--- config.mk ---
export PLATFORM = sky130hd
export DESIGN_NAME = spi_rx_top
export DESIGN_NICKNAME = d
export VERILOG_FILES = /design/src/spi_rx_data_pkg.sv /design/src/spi_rx_bus_pkg.sv /design/src/spi_rx_top.sv /design/src/spi_rx_regs.sv /design/src/spi_rx_merge.sv /design/src/spi_rx_lane.sv
export VERILOG_INCLUDE_DIRS = /design/src
export SDC_FILE = /design/constraint.sdc
export NUM_CORES = 1
export LEC_CHECK = 0
export BUFFER_PORTS_ARGS = -buffer_cell sky130_fd_sc_hd__clkbuf_2
export CAP_MARGIN = 0
export CORE_MARGIN = 2
export CORE_UTILIZATION = 55
export DETAILED_ROUTE_END_ITERATION = 10
export GPL_TIMING_DRIVEN = 0
export PLACE_DENSITY = 0.67
export SLEW_MARGIN = 5
export SYNTH_ARGS = -nofsm -noshare
export SYNTH_HDL_FRONTEND = slang
export SYNTH_SLANG_ARGS = --single-unit
--- constraint.sdc ---
create_clock -name SCLK -period 13.6 [get_ports SCLK]
set_input_delay 2.72 -clock SCLK [delete_from_list [all_inputs] [get_ports SCLK]]
set_output_delay 2.72 -clock SCLK [all_outputs]
set_load 0.03 [all_outputs]
--- src/spi_rx_config.svh ---
// word widths, buffer depths, output credit count and register address width.
`ifndef SPI_RX_CONFIG_SVH
`define SPI_RX_CONFIG_SVH

// ****************************************
// tagged word layout.
// ****************************************
// data bits collected per word.
`define SPI_RX_DATA_W      16
// frame number carried by every word.
`define SPI_RX_FRAME_W     12
`define SPI_RX_ID_W        4

// ****************************************
// buffering and flow control.
// ****************************************
`define SPI_RX_LANE_DEPTH  4
`define SPI_RX_FIFO_DEPTH  16
// credits held by the consumer after reset.
`define SPI_RX_CREDITS     4

// register bus address width.
`define SPI_RX_ADDR_W      4

`endif
--- src/spi_rx_data_pkg.sv ---
// tagged word struct and lane framing state for the serial data path.
`default_nettype none
`include "spi_rx_config.svh"

package spi_rx_data_pkg;

    // ****************************************
    // tagged output word.
    // ****************************************
    // id in the top bits, then frame number, then data.
    typedef struct packed {
        logic [`SPI_RX_ID_W-1:0]    id;
        logic [`SPI_RX_FRAME_W-1:0] frame;
        logic [`SPI_RX_DATA_W-1:0]  data;   // right aligned on a short word.
    } spi_word_t;

    // ****************************************
    // lane framing state.
    // ****************************************
    typedef enum logic [1:0] {
        LANE_IDLE  = 2'd0,  // outside a frame.
        LANE_SHIFT = 2'd1,  // collecting bits.
        LANE_FLUSH = 2'd2   // partial word just written on an early end.
    } lane_state_e;

endpackage

`default_nettype wire

--- src/spi_rx_bus_pkg.sv ---
// register bus opcodes, register map and bus request struct.
`default_nettype none
`include "spi_rx_config.svh"

package spi_rx_bus_pkg;

    // ****************************************
    // bus opcodes and register map.
    // ****************************************
    typedef enum logic [1:0] {
        BUS_NOP   = 2'd0,   // idle cycle.
        BUS_WRITE = 2'd1,
        BUS_READ  = 2'd2    // data returns next cycle.
    } bus_op_e;

    typedef enum logic [`SPI_RX_ADDR_W-1:0] {
        REG_SOFT_RST = 0,   // write only, any value.
        REG_ENABLE   = 1,   // bit 0 lane a, bit 1 lane b.
        REG_LOST_A   = 2,
        REG_LOST_B   = 3,
        REG_FILL     = 4    // output fifo fill level.
    } reg_addr_e;

    // one request per cycle.
    // addr is plain so that unmapped addresses can be issued.
    typedef struct packed {
        bus_op_e                   op;
        logic [`SPI_RX_ADDR_W-1:0] addr;
        logic [7:0]                wdata;
    } bus_req_t;

endpackage

`default_nettype wire

--- src/spi_rx_top.sv ---
// top level with two serial lanes, the merge stage and the register block.
`timescale 1ns/1ps
`default_nettype none

module spi_rx_top (
    input  wire logic                     SCLK,
    input  wire logic                     RST,
    input  wire logic                     sdi_a,
    input  wire logic                     sen_a,
    input  wire logic                     sdi_b,
    input  wire logic                     sen_b,
    input  wire spi_rx_bus_pkg::bus_req_t bus_req,
    output logic [7:0]                    bus_rdata,
    input  wire logic                     credit_return,
    output logic                          out_valid,
    output spi_rx_data_pkg::spi_word_t    out_word
);
    import spi_rx_data_pkg::*;

    spi_word_t  word_a;
    spi_word_t  word_b;
    logic       valid_a;
    logic       valid_b;
    logic       pop_a;
    logic       pop_b;
    logic       enable_a;
    logic       enable_b;
    logic       soft_clr;
    logic [7:0] lost_a;
    logic [7:0] lost_b;
    logic [4:0] fill_level;

    // ****************************************
    // serial lanes.
    // ****************************************
    spi_rx_lane #(.LANE_ID(4'd1)) lane_a (
        .SCLK(SCLK), .RST(RST), .soft_clr(soft_clr), .enable(enable_a),
        .sdi(sdi_a), .sen(sen_a), .lane_pop(pop_a), .lane_valid(valid_a),
        .lane_word(word_a), .lost_count(lost_a)
    );

    spi_rx_lane #(.LANE_ID(4'd2)) lane_b (
        .SCLK(SCLK), .RST(RST), .soft_clr(soft_clr), .enable(enable_b),
        .sdi(sdi_b), .sen(sen_b), .lane_pop(pop_b), .lane_valid(valid_b),
        .lane_word(word_b), .lost_count(lost_b)
    );

    // merge and output credits.
    spi_rx_merge merge_i (
        .SCLK(SCLK), .RST(RST), .soft_clr(soft_clr),
        .word_a(word_a), .word_b(word_b), .valid_a(valid_a), .valid_b(valid_b),
        .pop_a(pop_a), .pop_b(pop_b), .credit_return(credit_return),
        .out_valid(out_valid), .out_word(out_word), .fill_level(fill_level)
    );

    spi_rx_regs regs_i (
        .SCLK(SCLK), .RST(RST), .bus_req(bus_req), .bus_rdata(bus_rdata),
        .enable_a(enable_a), .enable_b(enable_b), .soft_clr(soft_clr),
        .lost_a(lost_a), .lost_b(lost_b), .fill_level(fill_level)
    );

endmodule

`default_nettype wire

--- src/spi_rx_regs.sv ---
// register block with bus decode, lane enables, soft clear pulse and read-back mux.
`timescale 1ns/1ps
`default_nettype none

module spi_rx_regs (
    input  wire logic                     SCLK,
    input  wire logic                     RST,
    input  wire spi_rx_bus_pkg::bus_req_t bus_req,
    output logic [7:0]                    bus_rdata,
    output logic                          enable_a,
    output logic                          enable_b,
    output logic                          soft_clr,
    input  wire logic [7:0]               lost_a,
    input  wire logic [7:0]               lost_b,
    input  wire logic [4:0]               fill_level
);
    import spi_rx_bus_pkg::*;

    logic       wr_req;
    logic       rd_req;
    logic [1:0] enable_q;

    // ****************************************
    // request decode.
    // ****************************************
    assign wr_req = (bus_req.op == BUS_WRITE);
    assign rd_req = (bus_req.op == BUS_READ);

    assign enable_a = enable_q[0];
    assign enable_b = enable_q[1];

    // one cycle pulse after any write to the soft reset address.
    always_ff @(posedge SCLK) begin
        if (RST) begin
            soft_clr <= 1'b0;
        end else begin
            soft_clr <= wr_req && (bus_req.addr == REG_SOFT_RST);
        end
    end

    // soft clear drops both enables as well.
    always_ff @(posedge SCLK) begin
        if (RST || soft_clr) begin
            enable_q <= 2'b00;
        end else if (wr_req && (bus_req.addr == REG_ENABLE)) begin
            enable_q <= bus_req.wdata[1:0];
        end
    end

    // ****************************************
    // read back.
    // ****************************************
    always_ff @(posedge SCLK) begin
        if (rd_req) begin
            case (bus_req.addr)
                REG_ENABLE: begin
                    bus_rdata <= {6'b0, enable_q};
                end
                REG_LOST_A: begin
                    bus_rdata <= lost_a;
                end
                REG_LOST_B: begin
                    bus_rdata <= lost_b;
                end
                REG_FILL: begin
                    bus_rdata <= {3'b0, fill_level};    // 0 to 16.
                end
                default: begin
                    bus_rdata <= 8'h00;     // soft reset and unmapped.
                end
            endcase
        end
    end

endmodule

`default_nettype wire

--- src/spi_rx_merge.sv ---
// round-robin merge of two lanes into the output FIFO, with output credit counter.
`timescale 1ns/1ps
`default_nettype none
`include "spi_rx_config.svh"

module spi_rx_merge (
    input  wire logic                       SCLK,
    input  wire logic                       RST,
    input  wire logic                       soft_clr,
    input  wire spi_rx_data_pkg::spi_word_t word_a,
    input  wire spi_rx_data_pkg::spi_word_t word_b,
    input  wire logic                       valid_a,
    input  wire logic                       valid_b,
    output logic                            pop_a,
    output logic                            pop_b,
    input  wire logic                       credit_return,
    output logic                            out_valid,
    output spi_rx_data_pkg::spi_word_t      out_word,
    output logic [4:0]                      fill_level
);
    import spi_rx_data_pkg::*;

    localparam int FAW = $clog2(`SPI_RX_FIFO_DEPTH);
    localparam int CRW = $clog2(`SPI_RX_CREDITS + 1);
    localparam logic [FAW:0]   FIFO_DEPTH  = (FAW + 1)'(`SPI_RX_FIFO_DEPTH);
    localparam logic [CRW-1:0] CREDIT_INIT = CRW'(`SPI_RX_CREDITS);

    logic           rr_b;           // lane b wins the next tie.
    logic           room;
    logic           stage_valid;
    spi_word_t      stage_word;
    spi_word_t      fifo_mem [`SPI_RX_FIFO_DEPTH];
    logic [FAW:0]   wr_ptr;
    logic [FAW:0]   rd_ptr;
    logic [FAW:0]   fifo_count;
    logic           fifo_rd;
    logic [CRW-1:0] credit_cnt;

    // ****************************************
    // lane arbitration.
    // ****************************************
    assign fifo_count = wr_ptr - rd_ptr;

    // the staged word already owns a slot.
    assign room = (fifo_count + {{FAW{1'b0}}, stage_valid}) < FIFO_DEPTH;

    assign pop_a = room && valid_a && (!valid_b || !rr_b);
    assign pop_b = room && valid_b && (!valid_a || rr_b);

    // ****************************************
    // output fifo and credits.
    // ****************************************
    assign fifo_rd    = (fifo_count != '0) && (credit_cnt != '0);
    assign fill_level = fifo_count;

    always_ff @(posedge SCLK) begin
        if (RST || soft_clr) begin
            rr_b        <= 1'b0;
            stage_valid <= 1'b0;
            wr_ptr      <= '0;
            rd_ptr      <= '0;
            out_valid   <= 1'b0;
            credit_cnt  <= CREDIT_INIT;
        end else begin
            stage_valid <= pop_a || pop_b;
            if (pop_a) begin
                rr_b <= 1'b1;
            end else if (pop_b) begin
                rr_b <= 1'b0;
            end
            if (stage_valid) begin
                wr_ptr <= wr_ptr + 1'b1;    // popped word lands one cycle later.
            end
            if (fifo_rd) begin
                rd_ptr <= rd_ptr + 1'b1;
            end
            out_valid <= fifo_rd;
            // one credit spent per word, one back per return cycle.
            case ({fifo_rd, credit_return})
                2'b10: begin
                    credit_cnt <= credit_cnt - 1'b1;
                end
                2'b01: begin
                    credit_cnt <= credit_cnt + 1'b1;
                end
                default: begin
                end
            endcase
        end
    end

    always_ff @(posedge SCLK) begin
        if (pop_a) begin
            stage_word <= word_a;
        end else if (pop_b) begin
            stage_word <= word_b;
        end
    end

    always_ff @(posedge SCLK) begin
        if (stage_valid) begin
            fifo_mem[wr_ptr[FAW-1:0]] <= stage_word;
        end
        if (fifo_rd) begin
            out_word <= fifo_mem[rd_ptr[FAW-1:0]]; // valid with out_valid.
        end
    end

endmodule

`default_nettype wire

--- src/spi_rx_lane.sv ---
// one serial lane with sen edge detection, word assembly, frame tag, word buffer, lost counter.
`timescale 1ns/1ps
`default_nettype none
`include "spi_rx_config.svh"

module spi_rx_lane #(
    parameter logic [`SPI_RX_ID_W-1:0] LANE_ID = `SPI_RX_ID_W'(1)
) (
    input  wire logic                  SCLK,
    input  wire logic                  RST,
    input  wire logic                  soft_clr,
    input  wire logic                  enable,
    input  wire logic                  sdi,
    input  wire logic                  sen,
    input  wire logic                  lane_pop,
    output logic                       lane_valid,
    output spi_rx_data_pkg::spi_word_t lane_word,
    output logic [7:0]                 lost_count
);
    import spi_rx_data_pkg::*;

    localparam int BIT_W = $clog2(`SPI_RX_DATA_W);
    localparam int LAW   = $clog2(`SPI_RX_LANE_DEPTH);
    localparam logic [BIT_W-1:0] LAST_BIT = BIT_W'(`SPI_RX_DATA_W - 1);

    lane_state_e                state;
    lane_state_e                state_nxt;
    logic                       sen_dly;
    logic                       start_det;
    logic                       end_det;
    logic                       shift_en;
    logic                       word_done;
    logic                       flush;
    logic                       wr_en;
    logic                       buf_full;
    logic [BIT_W-1:0]           bit_cnt;
    logic [`SPI_RX_DATA_W-1:0]  shift_q;
    logic [`SPI_RX_FRAME_W-1:0] frame_cnt;
    spi_word_t                  wr_word;
    spi_word_t                  buf_mem [`SPI_RX_LANE_DEPTH];
    logic [LAW:0]               wr_ptr;
    logic [LAW:0]               rd_ptr;

    // ****************************************
    // framing.
    // ****************************************
    always_ff @(posedge SCLK) begin
        if (RST) begin
            sen_dly <= 1'b0;
        end else begin
            sen_dly <= sen;
        end
    end

    assign start_det = sen && !sen_dly;
    assign end_det   = !sen && sen_dly;

    always_comb begin
        state_nxt = state;
        case (state)
            LANE_IDLE: begin
                if (enable && start_det) begin
                    state_nxt = LANE_SHIFT;
                end
            end
            LANE_SHIFT: begin
                if (!enable) begin
                    state_nxt = LANE_IDLE;
                end else if (end_det) begin
                    // only a frame with leftover bits needs a flush.
                    state_nxt = (bit_cnt != '0) ? LANE_FLUSH : LANE_IDLE;
                end
            end
            LANE_FLUSH: begin
                state_nxt = (enable && start_det) ? LANE_SHIFT : LANE_IDLE; // back to back frames.
            end
            default: begin
                state_nxt = LANE_IDLE;
            end
        endcase
    end

    assign shift_en  = (state_nxt == LANE_SHIFT);
    assign word_done = shift_en && (bit_cnt == LAST_BIT);   // 16th bit sampled now.
    assign flush     = (state_nxt == LANE_FLUSH);
    assign wr_en     = word_done || flush;

    always_ff @(posedge SCLK) begin
        if (RST || soft_clr) begin
            state     <= LANE_IDLE;
            bit_cnt   <= '0;
            frame_cnt <= '0;
        end else begin
            state <= state_nxt;
            if (shift_en && !word_done) begin
                bit_cnt <= bit_cnt + 1'b1;
            end else begin
                bit_cnt <= '0;
            end
            if (end_det && enable) begin
                frame_cnt <= frame_cnt + 1'b1;  // after the word of this frame is tagged.
            end
        end
    end

    // cleared between words, so a short word comes out zero filled.
    always_ff @(posedge SCLK) begin
        if (shift_en && !word_done) begin
            shift_q <= {shift_q[`SPI_RX_DATA_W-2:0], sdi};
        end else begin
            shift_q <= '0;
        end
    end

    // ****************************************
    // word buffer and lost counter.
    // ****************************************
    assign wr_word.id    = LANE_ID;
    assign wr_word.frame = frame_cnt;
    assign wr_word.data  = word_done ? {shift_q[`SPI_RX_DATA_W-2:0], sdi} : shift_q;

    assign buf_full   = (wr_ptr[LAW] != rd_ptr[LAW]) && (wr_ptr[LAW-1:0] == rd_ptr[LAW-1:0]);
    assign lane_valid = (wr_ptr != rd_ptr);
    assign lane_word  = buf_mem[rd_ptr[LAW-1:0]];

    always_ff @(posedge SCLK) begin
        if (RST || soft_clr) begin
            wr_ptr     <= '0;
            rd_ptr     <= '0;
            lost_count <= '0;
        end else begin
            if (wr_en && !buf_full) begin
                wr_ptr <= wr_ptr + 1'b1;
            end
            if (lane_pop && lane_valid) begin
                rd_ptr <= rd_ptr + 1'b1;
            end
            if (wr_en && buf_full && (lost_count != 8'hff)) begin
                lost_count <= lost_count + 8'd1; // saturates.
            end
        end
    end

    always_ff @(posedge SCLK) begin
        if (wr_en && !buf_full) begin
            buf_mem[wr_ptr[LAW-1:0]] <= wr_word;
        end
    end

endmodule

`default_nettype wire

* Yosys cells after proc, flatten, opt, wreduce, memory -nomap -nowiden
Memory sizes are Yosys's and may differ from the RTL's. A register that Yosys moved wholly into a read port is not among the register bits.
Index checks and enable logic that the tools add are counted.
Widths: inputs -> output; s select.
** Word-level totals
- Register bits after elaboration :: 157
- Latch bits :: 0
- RAM bits :: 736
- Bits in read-only memories :: 0
- Input port bits :: 21
- Output and inout bits :: 41
- Logic and storage cells :: 163
- Memories :: 3
** Memory list
- merge_i.fifo_mem :: depth 16, width 32, read ports 1, clocked after memory_dff 1, write ports 1, RTL line spi_rx_merge.sv:32 : spi_word_t fifo_mem [`SPI_RX_FIFO_DEPTH];
- lane_a.buf_mem :: depth 4, width 28, read ports 1, clocked after memory_dff 1, write ports 1, RTL line spi_rx_lane.sv:40 : spi_word_t buf_mem [`SPI_RX_LANE_DEPTH];
- lane_b.buf_mem :: depth 4, width 28, read ports 1, clocked after memory_dff 1, write ports 1, RTL line spi_rx_lane.sv:40
** Operators by class
- Add/subtract/negate cells :: 16
- $mul :: 0
- Divide/modulo/power cells :: 0
- $lt $le $gt $ge :: 1
- Equality and inequality tests :: 26
- Shifts and indexed selects :: 0
- Multiplexer cells :: 30
- Bitwise logic cells :: 2
- Reduce and logical (&&, ||, !) cells :: 57
** Operator list (count)
- $mux 32 :: 2
- $mux 16 :: 2
- $pmux 8 s4 :: 1
- $logic_and 1x1->1 :: 29
- $add 12x1->12 const B :: 2
- $mux 2 :: 12
- $add 8x1->8 const B :: 2
- $ne 8x8->1 const B :: 2
- $add 3x1->3 const B :: 5
- $eq 2x1->1 const B :: 6
- $eq 2x2->1 const B :: 6
- $pmux 2 s3 :: 2
- $logic_not 1->1 :: 11
- $add 5x1->5 const B :: 2
- $mux 1 :: 10
- $add 4x1->4 const B :: 2
- $eq 4x2->1 const B :: 2
- $eq 4x4->1 const B :: 2
- $reduce_bool 4->1 :: 2
- $logic_or 1x1->1 :: 6
- $ne 3x3->1 :: 2
- $pmux 3 s2 :: 1
- $add 5x1->5 :: 1
- $lt 5x5->1 const B :: 1
- other kinds (13) :: 19

* Logic depth before layout (Yosys ltp)
Gate-level depths: netlist of the first run.
- Word-level depth :: 11
- Depth in mapped cells :: 15
- Mapped depth without buffers :: 13

* Cells and area by module
A second synthesis of the first run with hierarchy kept.
** Unflattened totals
- Cell total of the unflattened synthesis :: 1954
- Area total of the unflattened synthesis :: 36233.5 µm²
** Modules (own cells, without submodules)
- spi_rx_merge :: instances 1, cells each 1110, area each 22932.0 µm², seq. area each 17616.9 µm²
- spi_rx_lane (lane_a) :: instances 1, cells each 400, area each 6367.4 µm², seq. area each 4384.2 µm²
- spi_rx_lane (lane_b) :: instances 1, cells each 395, area each 6337.3 µm², seq. area each 4384.2 µm²
- spi_rx_regs :: instances 1, cells each 49, area each 596.8 µm², seq. area each 300.3 µm²

* Worst setup path before layout of the first run
Ideal clock, no wire load.
- Path type :: input to register
- Start point :: input port sen_a
- End point :: memory lane_a.buf_mem[3][0] (netlist name) (enable)
- Library setup time :: 388 ps
- Arrival :: 4535 ps
- Required time :: 13212 ps
- Setup slack :: 8677 ps
- Stages :: 5
- Path buffers :: 0
- Cells stage by stage :: nand2b_1 > nor2_2 > nand3_1 > a21boi_1 > and2_1
** On the way
- Longest elaborated chain between the ends :: 11
- Elaborated cells on any way between the ends :: 16
- Those cells by class :: eq/ne: 2; mux: 7; reduce/logical: 7
** Ends and longest elaborated chain
- start, declared :: RTL line spi_rx_top.sv:9 : input wire logic sen_a,
- $logic_not 1->1 :: RTL line spi_rx_lane.sv:56 : assign end_det = !sen && sen_dly;
- $logic_and 1x1->1 :: RTL line spi_rx_lane.sv:56
- $mux 2 :: RTL line spi_rx_lane.sv:69 : end else if (end_det) begin
- $mux 2 :: RTL line spi_rx_lane.sv:67 : if (!enable) begin
- $pmux 2 s3 (*) :: RTL line spi_rx_lane.sv:60 : case (state)
- $eq 2x1->1 :: RTL line spi_rx_lane.sv:83 : assign shift_en = (state_nxt == LANE_SHIFT);
- $logic_and 1x1->1 :: RTL line spi_rx_lane.sv:84 : assign word_done = shift_en && (bit_cnt == LAST_BIT);
- $logic_or 1x1->1 (*) :: RTL line spi_rx_lane.sv:86 : assign wr_en = word_done || flush;
- $logic_and 1x1->1 (*) :: RTL line spi_rx_lane.sv:145 : if (wr_en && !buf_full) begin
- $mux 1 (*) :: RTL line spi_rx_lane.sv:145
- $mux 1 (implied by the code) (*) :: RTL line spi_rx_lane.sv:146 : buf_mem[wr_ptr[LAW-1:0]] <= wr_word;
- end, declared :: RTL line spi_rx_lane.sv:40
Every way passes the cells marked *; elsewhere a longest branch is shown, timed or not.

* Worst setup path in the final report of the first run
- Start point :: input port sen_a
- End point :: memory lane_a.buf_mem[3][21] (netlist name) (enable)
The elaborated chain is that of the path after synthesis.

==> key figures, run 1 <==
Outcome
  • Status: completed

Timing
  • Slew headroom: 17.8%
  • Worst setup margin: 8.72 ns
  • Fmax: 205 MHz
  • Final worst-path cycle share: 35.9%
  • Setup TNS: 0 ns
  • Setup Skew: between 0.015 and 0.02 ns
  • Worst-Margin Slew: around 1.2 ns
  • Hold_ws: between 0.4 and 0.5 ns
  • Post-layout minimum cycle time: 4.88 ns
  • RSZ-0062 raised after global routing: no
  • Fin. Hold Viols: 0
  • Final setup vio count: 0
  • Final Max Slew Viols: 0

Clocking
  • Worst skew pair latency: around 0.63 ns
  • Num CTS Buffers: 89
  • CTS tree: yes
  • H-tree Lvls: 3
  • Clock sinks: 893
  • Root buffer cell: clkbuf_16
  • Total setup buffers inserted after CTS: 0
  • CTS Hold Bufs: 0
  • Post-CTS resize count: 0
  • Worst-path clk slew: 0.06 ns
  • Longest Clk Path Bufs: 3

Placed design
  • Placer Congestion: between 0.7 and 0.8
  • HPWL after DPL: 45.3 mm
  • Place WS: 8.02 ns
  • Placed insts: 2793
  • Port bufs: between 50 and 60

Worst setup path
  • Type of origin of the critical path: input port
  • Worst path arrival time: 5.12 ns
  • CP max-delay cell: and2_2
  • CP Cell Sequence: clkbuf_2 > nand2b_1 > nor2_2 > nand3_1 > a21boi_1 > and2_2
  • Reg2reg path depth: 15
  • Worst setup EP type: flip-flop
  • Crit Path Max Fanout: 29
  • CP bufs+invs: 1
  • CP required: 13.84 ns
  • Critical path type: in -> reg
  • Crit path depth: 6
  • Max incr delay on CP: 0.81 ns
  • Delay-heaviest family, CP: simple AND/OR/NAND/NOR gates

Detailed routing
  • Routed WL: 69.0 mm
  • DR vias/cell: 5.74
  • Via count: 17.0k
  • Detailed Routing Iterations Pass 1: 5
  • ANT nets after route: 0
  • DRC: 0
  • Wire length per cell: 23.3 µm
  • Iteration-0 DRC count of the detailed router: 1386

Power
  • LEAKAGE: 0.0129 µW
  • Power Dens Cells: roughly 160 nW/µm²
  • Tot Pwr: 6340 µW
  • VDD IR-drop max: ~0.12 mV

Synthesis
  • Synth top area share: 67.4%
  • Synth Area per Inst: 18.3 µm²
  • Synth Register Bits: 893
  • Synth Area in Adders: 1.13%
  • Compound-gate portion of the synthesized area: 2.13%
  • Ys flop type: edfxtp_1
  • Synth Area in XOR/XNOR: under 10%
  • Synth cell types: 63
  • Ys Warns: 0
  • Biggest area consumer among synthesized cells: edfxtp_1
  • Sequential area share after synthesis: 74.4%
  • Number of synthesized flops with an enable pin: 772
  • Syn Inst Count: 1885
  • Mux contribution to synthesized area: roughly an eighth
  • Ranking of synthesized cells by area: edfxtp_1 (67%), mux4_2 (12%), dfxtp_1 (7.0%)
  • Largest family of logic cells by synthesized area: multiplexers
  • Post-Synth Simple-Gate Area: 6.42%
  • Post-synthesis async set-or-reset flop share: 0%
  • Mapped Area: 34400 µm²

Hold path
  • Min-delay worst type: reg -> reg
  • Hold Path Stages: 1

Layout
  • Most frequent cells in the layout: edfxtp_1 (772), nand2_1 (208), mux4_2 (176), dfxtp_1 (121), clkbuf_16 (92)
  • Layout fillers: 4235
  • Final cell count without fillers: 2958
  • N_diodes: 0
  • Layout cell share with drive strength beyond 1: 23.1%
  • Nets@finish: 2098
  • Commonest non-fill, non-tap cell in the layout: edfxtp_1
  • Area grow syn2layout: 13.5%

Floorplan
  • Die Y: about 250 µm
  • Die Area: 64600 µm²
  • Row count: 91
  • Die width: 254 µm
  • Initial core utilization: 55.7%
  • Io pins: 62
  • Core area: roughly 60000 µm²

GRT
  • GRT overflow: 0
  • Largest net degree at the start of global routing: 31
  • First-pass GRT wire length: 105 mm
  • Vias in the first global route: 17.3k
  • Overall Global Routing Usage: between 20% and 30%
  • Antenna violations before repair: 0

Run
  • Max cap viols: 0
[worst paths after layout]
check	slack [ns]	startpoint	end
setup / recovery	8.72	sen_a	lane_a.buf_mem[3][21]
hold / removal	0.47	lane_b.bit_cnt[0]	lane_b.bit_cnt[0]
setup reg to reg	8.80	merge_i.rd_ptr[2]	merge_i.credit_cnt[2]
hold reg to reg	0.47	lane_b.bit_cnt[0]	lane_b.bit_cnt[0]
[area by class of cell]
type / count / area, µm² / area share (%)
Buffer: 84 / 390 / 0.999
Clock buffer: 126 / 2510 / 6.42
Clock inverter: 39 / 373 / 0.954
Inverter: 25 / 93.8 / 0.240
Multi-Input combinational cell: 884 / 8380 / 21.4
Sequential cell: 893 / 25600 / 65.5
Tap cell: 837 / 1050 / 2.68
Timing Repair Buffer: 70 / 688 / 1.76
[cell usage after synthesis (all sizes together), types with 27 or more instances]
master	count
a21oi	28
a31oi	32
and2	58
and3	43
buf	38
clkbuf	46
dfxtp	121
edfxtp	772
ha	28
mux2	44
mux4	176
nand2	208
nor2	70
xnor2	27
[through the flow]
| step | instance area, µm² | utilization, % |
|---|---|---|
| after floorplan | 34400 | - |
| after global placement | 35700 | 57.8 |
| after detailed placement | 36200 | 58.6 |
| after CTS | 39100 | 63.2 |
| after global routing | 39100 | 63.2 |
| final | 39100 | 63.2 |
[worst register-to-register path, cell delays in order, from the launching register on]
cell      delay, ns
dfxtp_1        0.36
buf_2          0.33
buf_1          0.60
inv_1          0.31
clkbuf_1       0.46
ha_1           0.53
nand2b_1       0.07
a21oi_1        0.23
xnor2_2        0.23
a31o_2         0.37
ha_1           0.24
inv_1          0.07
fa_1           0.37
xor2_1         0.18
or3_1          0.31
nand3_1        0.08
[sequential cells by signal, indices dropped and copies added (netlist names), 4 cells and up, named ones only]
signal,count
lane_b.shift_q,16
lane_b.frame_cnt,12
merge_i.rd_ptr,5
lane_b.lost_count,8
merge_i.wr_ptr,5
lane_a.lost_count,8
lane_a.buf_mem,112
regs_i.bus_rdata,8
merge_i.stage_word,30
lane_b.buf_mem,112
lane_a.bit_cnt,4
lane_a.shift_q,16
merge_i.fifo_mem,480
lane_b.bit_cnt,4
lane_a.frame_cnt,12
merge_i.out_word,30
[report_power, final]
part | internal, µW | leakage, µW | switching, µW
Sequential | 3020 | 0.00797 | 21.6
Clock | 1400 | 0.00141 | 1000
Combinational | 371 | 0.00347 | 525
Total | 4790 | 0.0129 | 1550
[metal layers]
metal / GRT usage, % / wire length [µm]
met1: 30.1 / 29000
met2: 37.7 / 35200
met3: 3.16 / 3550
met4: 6.05 / 1280
met5: 0 / 0
[cells by family (layout without fill, tap and decap cells)]
logic type      after synthesis  count (layout)
buf+inv                     109             344
flops                       893             893
simple gates                461             461
other cells                   1               2
xor+xnor                     48              48
mux                         230             230
compound gates              113             113
fa+ha+maj                    30              30
(Power assumes the default switching activity.)
==> run 2: changes to the inputs <==
--- a/config.mk
+++ b/config.mk
@@ -12,7 +12,7 @@
 export CORE_UTILIZATION = 55
 export DETAILED_ROUTE_END_ITERATION = 10
 export GPL_TIMING_DRIVEN = 0
-export PLACE_DENSITY = 0.67
+export PLACE_DENSITY = 0.7
 export SLEW_MARGIN = 5
 export SYNTH_ARGS = -nofsm -noshare
 export SYNTH_HDL_FRONTEND = slang
==> constraint.sdc (replaced) <==
create_clock -name SCLK -period 4.2 [get_ports SCLK]
set_input_delay 0.84 -clock SCLK [delete_from_list [all_inputs] [get_ports SCLK]]
set_output_delay 0.84 -clock SCLK [all_outputs]
set_load 0.03 [all_outputs]
==> run 2 against run 1 <==
Clock skew rose by 0.014 ns. Count of clock-buffer cells in the layout down 9. Non-clock buffer count increased by 3. Highest routed layer unchanged. Critical path depth rose by 8.
==> key figures, run 2 (synthesis gave the netlist of run 1 again) <==
Detailed routing
  • Detailed Routing Iterations Pass 1: 5 (unchanged)
  • Routed WL: 71.8 mm (+4.0%)
  • DRC: 0 (unchanged)
  • Via count: 17.3k (+1.8%)
  • Wire length per cell: 24.3 µm (+4.1%)
  • ANT nets after route: 0 (unchanged)
  • Iteration-0 DRC count of the detailed router: 1470 (+6.1%)
  • DR vias/cell: 5.85 (+1.8%)

Timing
  • RSZ-0062 raised after global routing: no
  • Final Max Slew Viols: 0 (unchanged)
  • Post-layout minimum cycle time: between 3 and 4 ns
  • Final worst-path cycle share: 93.6%
  • Setup Skew: 0.0315 ns (+0.0139 ns)
  • Hold_ws: 0.418 ns (-0.0503 ns)
  • Slew headroom: 13.0% (-4.7 points)
  • Fmax: 254 MHz
  • Worst-Margin Slew: 1.29 ns (+0.0702 ns)
  • Final setup vio count: 0 (unchanged)
  • Fin. Hold Viols: 0 (unchanged)

Worst setup path
  • Worst R2R Setup Slack: 0.27 ns (-8.53 ns)
  • Critical R2R Capture: merge_i.credit_cnt[2]
  • Crit Path Max Fanout: 10 (-66%)
  • Type of origin of the critical path: flip-flop
  • CP required: 4.77 ns (-9.07 ns)
  • Worst path arrival time: 4.50 ns (-0.62 ns)
  • R2R Path Start: merge_i.rd_ptr[3]
  • Reg2reg path depth: 14 (-1)
  • Worst setup EP type: flip-flop
  • Critical path type: reg -> reg

Floorplan
  • Die Y: 254 µm (unchanged)
  • Die Area: 64600 µm² (unchanged)
  • Initial core utilization: 55.7% (unchanged)
  • Die width: 254 µm (unchanged)
  • Io pins: 62 (unchanged)
  • Core area: 61800 µm² (unchanged)
  • Row count: 91 (unchanged)

Clocking
  • Worst skew pair latency: 0.63 ns (about the same)
  • Root buffer cell: clkbuf_16
  • CTS tree: yes
  • Total setup buffers inserted after CTS: 0 (unchanged)
  • Worst-path clk slew: 0.06 ns (about the same)
  • Clock sinks: 893 (unchanged)
  • H-tree Lvls: 3 (unchanged)
  • CTS Hold Bufs: 0 (unchanged)
  • Num CTS Buffers: 89 (unchanged)
  • Longest Clk Path Bufs: 3 (unchanged)

GRT
  • First-pass GRT wire length: 109 mm (+3.7%)
  • Grt met3 use: 3.50% (+0.34 points)
  • M1 GR Usage: 30.6% (+0.50 points)
  • Global-route layer with the greatest usage: met2
  • Overall Global Routing Usage: 23.1% (+1.0 points)
  • Antenna violations before repair: 1 (+1)
  • Met2 Use GR: 39.9% (+2.3 points)
  • Largest net degree at the start of global routing: 31 (unchanged)
  • GRT overflow: 0 (unchanged)
  • Vias in the first global route: 17.9k (+3.4%)

Placed design
  • HPWL after DPL: 47.3 mm (+4.4%)
  • Placed insts: 2798 (+0.18%)
  • Placer Congestion: 0.824 (+6.3%)
  • Placed cell area: 36300 µm² (+0.32%)
  • Port bufs: 53 (unchanged)

Hold path
  • Hold endpoint: regs_i.soft_clr
  • Hold Path Stages: 2 (+1)
  • Min-delay worst type: in -> reg
  • Min-Delay Startpoint: bus_req[8]

Layout
  • Final cell count without fillers: 2957 (-0.034%)
  • Area of the multi-input gates: 8380 µm² (unchanged)
  • Largest register FFs: 480 (unchanged)
  • Register Area: 25600 µm² (unchanged)
  • Most frequent cells in the layout: edfxtp_1 (772), nand2_1 (208), mux4_2 (176), dfxtp_1 (121), clkbuf_16 (93)
  • Commonest non-fill, non-tap cell in the layout: edfxtp_1
  • Post-route cell area: 39000 µm² (-0.17%)
  • N_diodes: 0 (unchanged)
  • Nets@finish: 2101 (+0.14%)
  • Layout fillers: 4260 (+0.59%)
  • Area grow syn2layout: 13.4%
  • Layout cell share with drive strength beyond 1: 23.0% (-0.13 points)

Power
  • VDD IR-drop max: 0.277 mV (+130%)
  • Power Dens Cells: 516 nW/µm² (+220%)
  • LEAKAGE: 0.0128 µW (-0.27%)

Run
  • Max cap viols: 0 (unchanged)

Outcome
  • Status: completed
## run 2: through the flow
stage | worst slack, ns | util (%) | TNS, ns | total power (µW)
floorplan | 0.600 | - | 0 | 12100
global placement | -1.19 | 57.8 | -83.25 | 12900
detailed placement | -0.573 | 58.7 | -24.14 | 13000
CTS | 0.111 | 63.1 | 0 | 20300
global route | 0.0999 | 63.1 | 0 | 20800
finish | 0.267 | 63.1 | 0 | 20100
## run 2: report_power, final
part           switching [µW]  leakage (µW)  internal, µW
Clock                    3210       0.00133          4180
Combinational            1710       0.00352          1200
Sequential               65.8       0.00797          9770
Total                    4990        0.0128         15200
## run 2: layout make-up
cell class / instances / area share, %
Sequential cell: 893 / 65.6
Multi-Input combinational cell: 884 / 21.5
Clock buffer: 117 / 6.32
Tap cell: 837 / 2.68
Timing Repair Buffer: 75 / 2.06
Buffer: 82 / 0.988
Clock inverter: 44 / 0.609
Inverter: 25 / 0.241
## run 2: worst max-delay path by stage
stage	startpoint	to	cells past startpoint
CTS	merge_i.rd_ptr[2]	merge_i.credit_cnt[2]	14
global route	merge_i.rd_ptr[3]	merge_i.credit_cnt[2]	14
detailed placement	merge_i.rd_ptr[2]	merge_i.credit_cnt[2]	15
floorplan	merge_i.rd_ptr[2]	merge_i.stage_word[0]	11
finish	merge_i.rd_ptr[3]	merge_i.credit_cnt[2]	14
global placement	merge_i.rd_ptr[2]	merge_i.stage_word[22]	11
## run 2: what timing repair did
item,CTS,global route
gates resized for setup,1,0
setup endpoints to repair,62,7
gates cloned,0,0
## run 2: critical path, cell delays in order, from the launching register on
cell	delay (ns)
dfxtp_1	0.29
clkbuf_1	0.22
inv_1	0.18
clkbuf_1	0.65
ha_1	0.37
nor2_1	0.12
a21oi_1	0.08
xnor2_2	0.35
a31o_2	0.36
ha_1	0.23
inv_1	0.06
fa_1	0.38
xor2_1	0.18
or3_1	0.30
nand3_1	0.09
## run 2: metal layers
| layer | routed length [µm] | vias to the layer above |
|---|---|---|
| li1 | - | 7667 |
| met1 | 29500 | 8967 |
| met2 | 36700 | 544 |
| met3 | 3980 | 108 |
| met4 | 1610 | 0 |
| met5 | 0 | - |
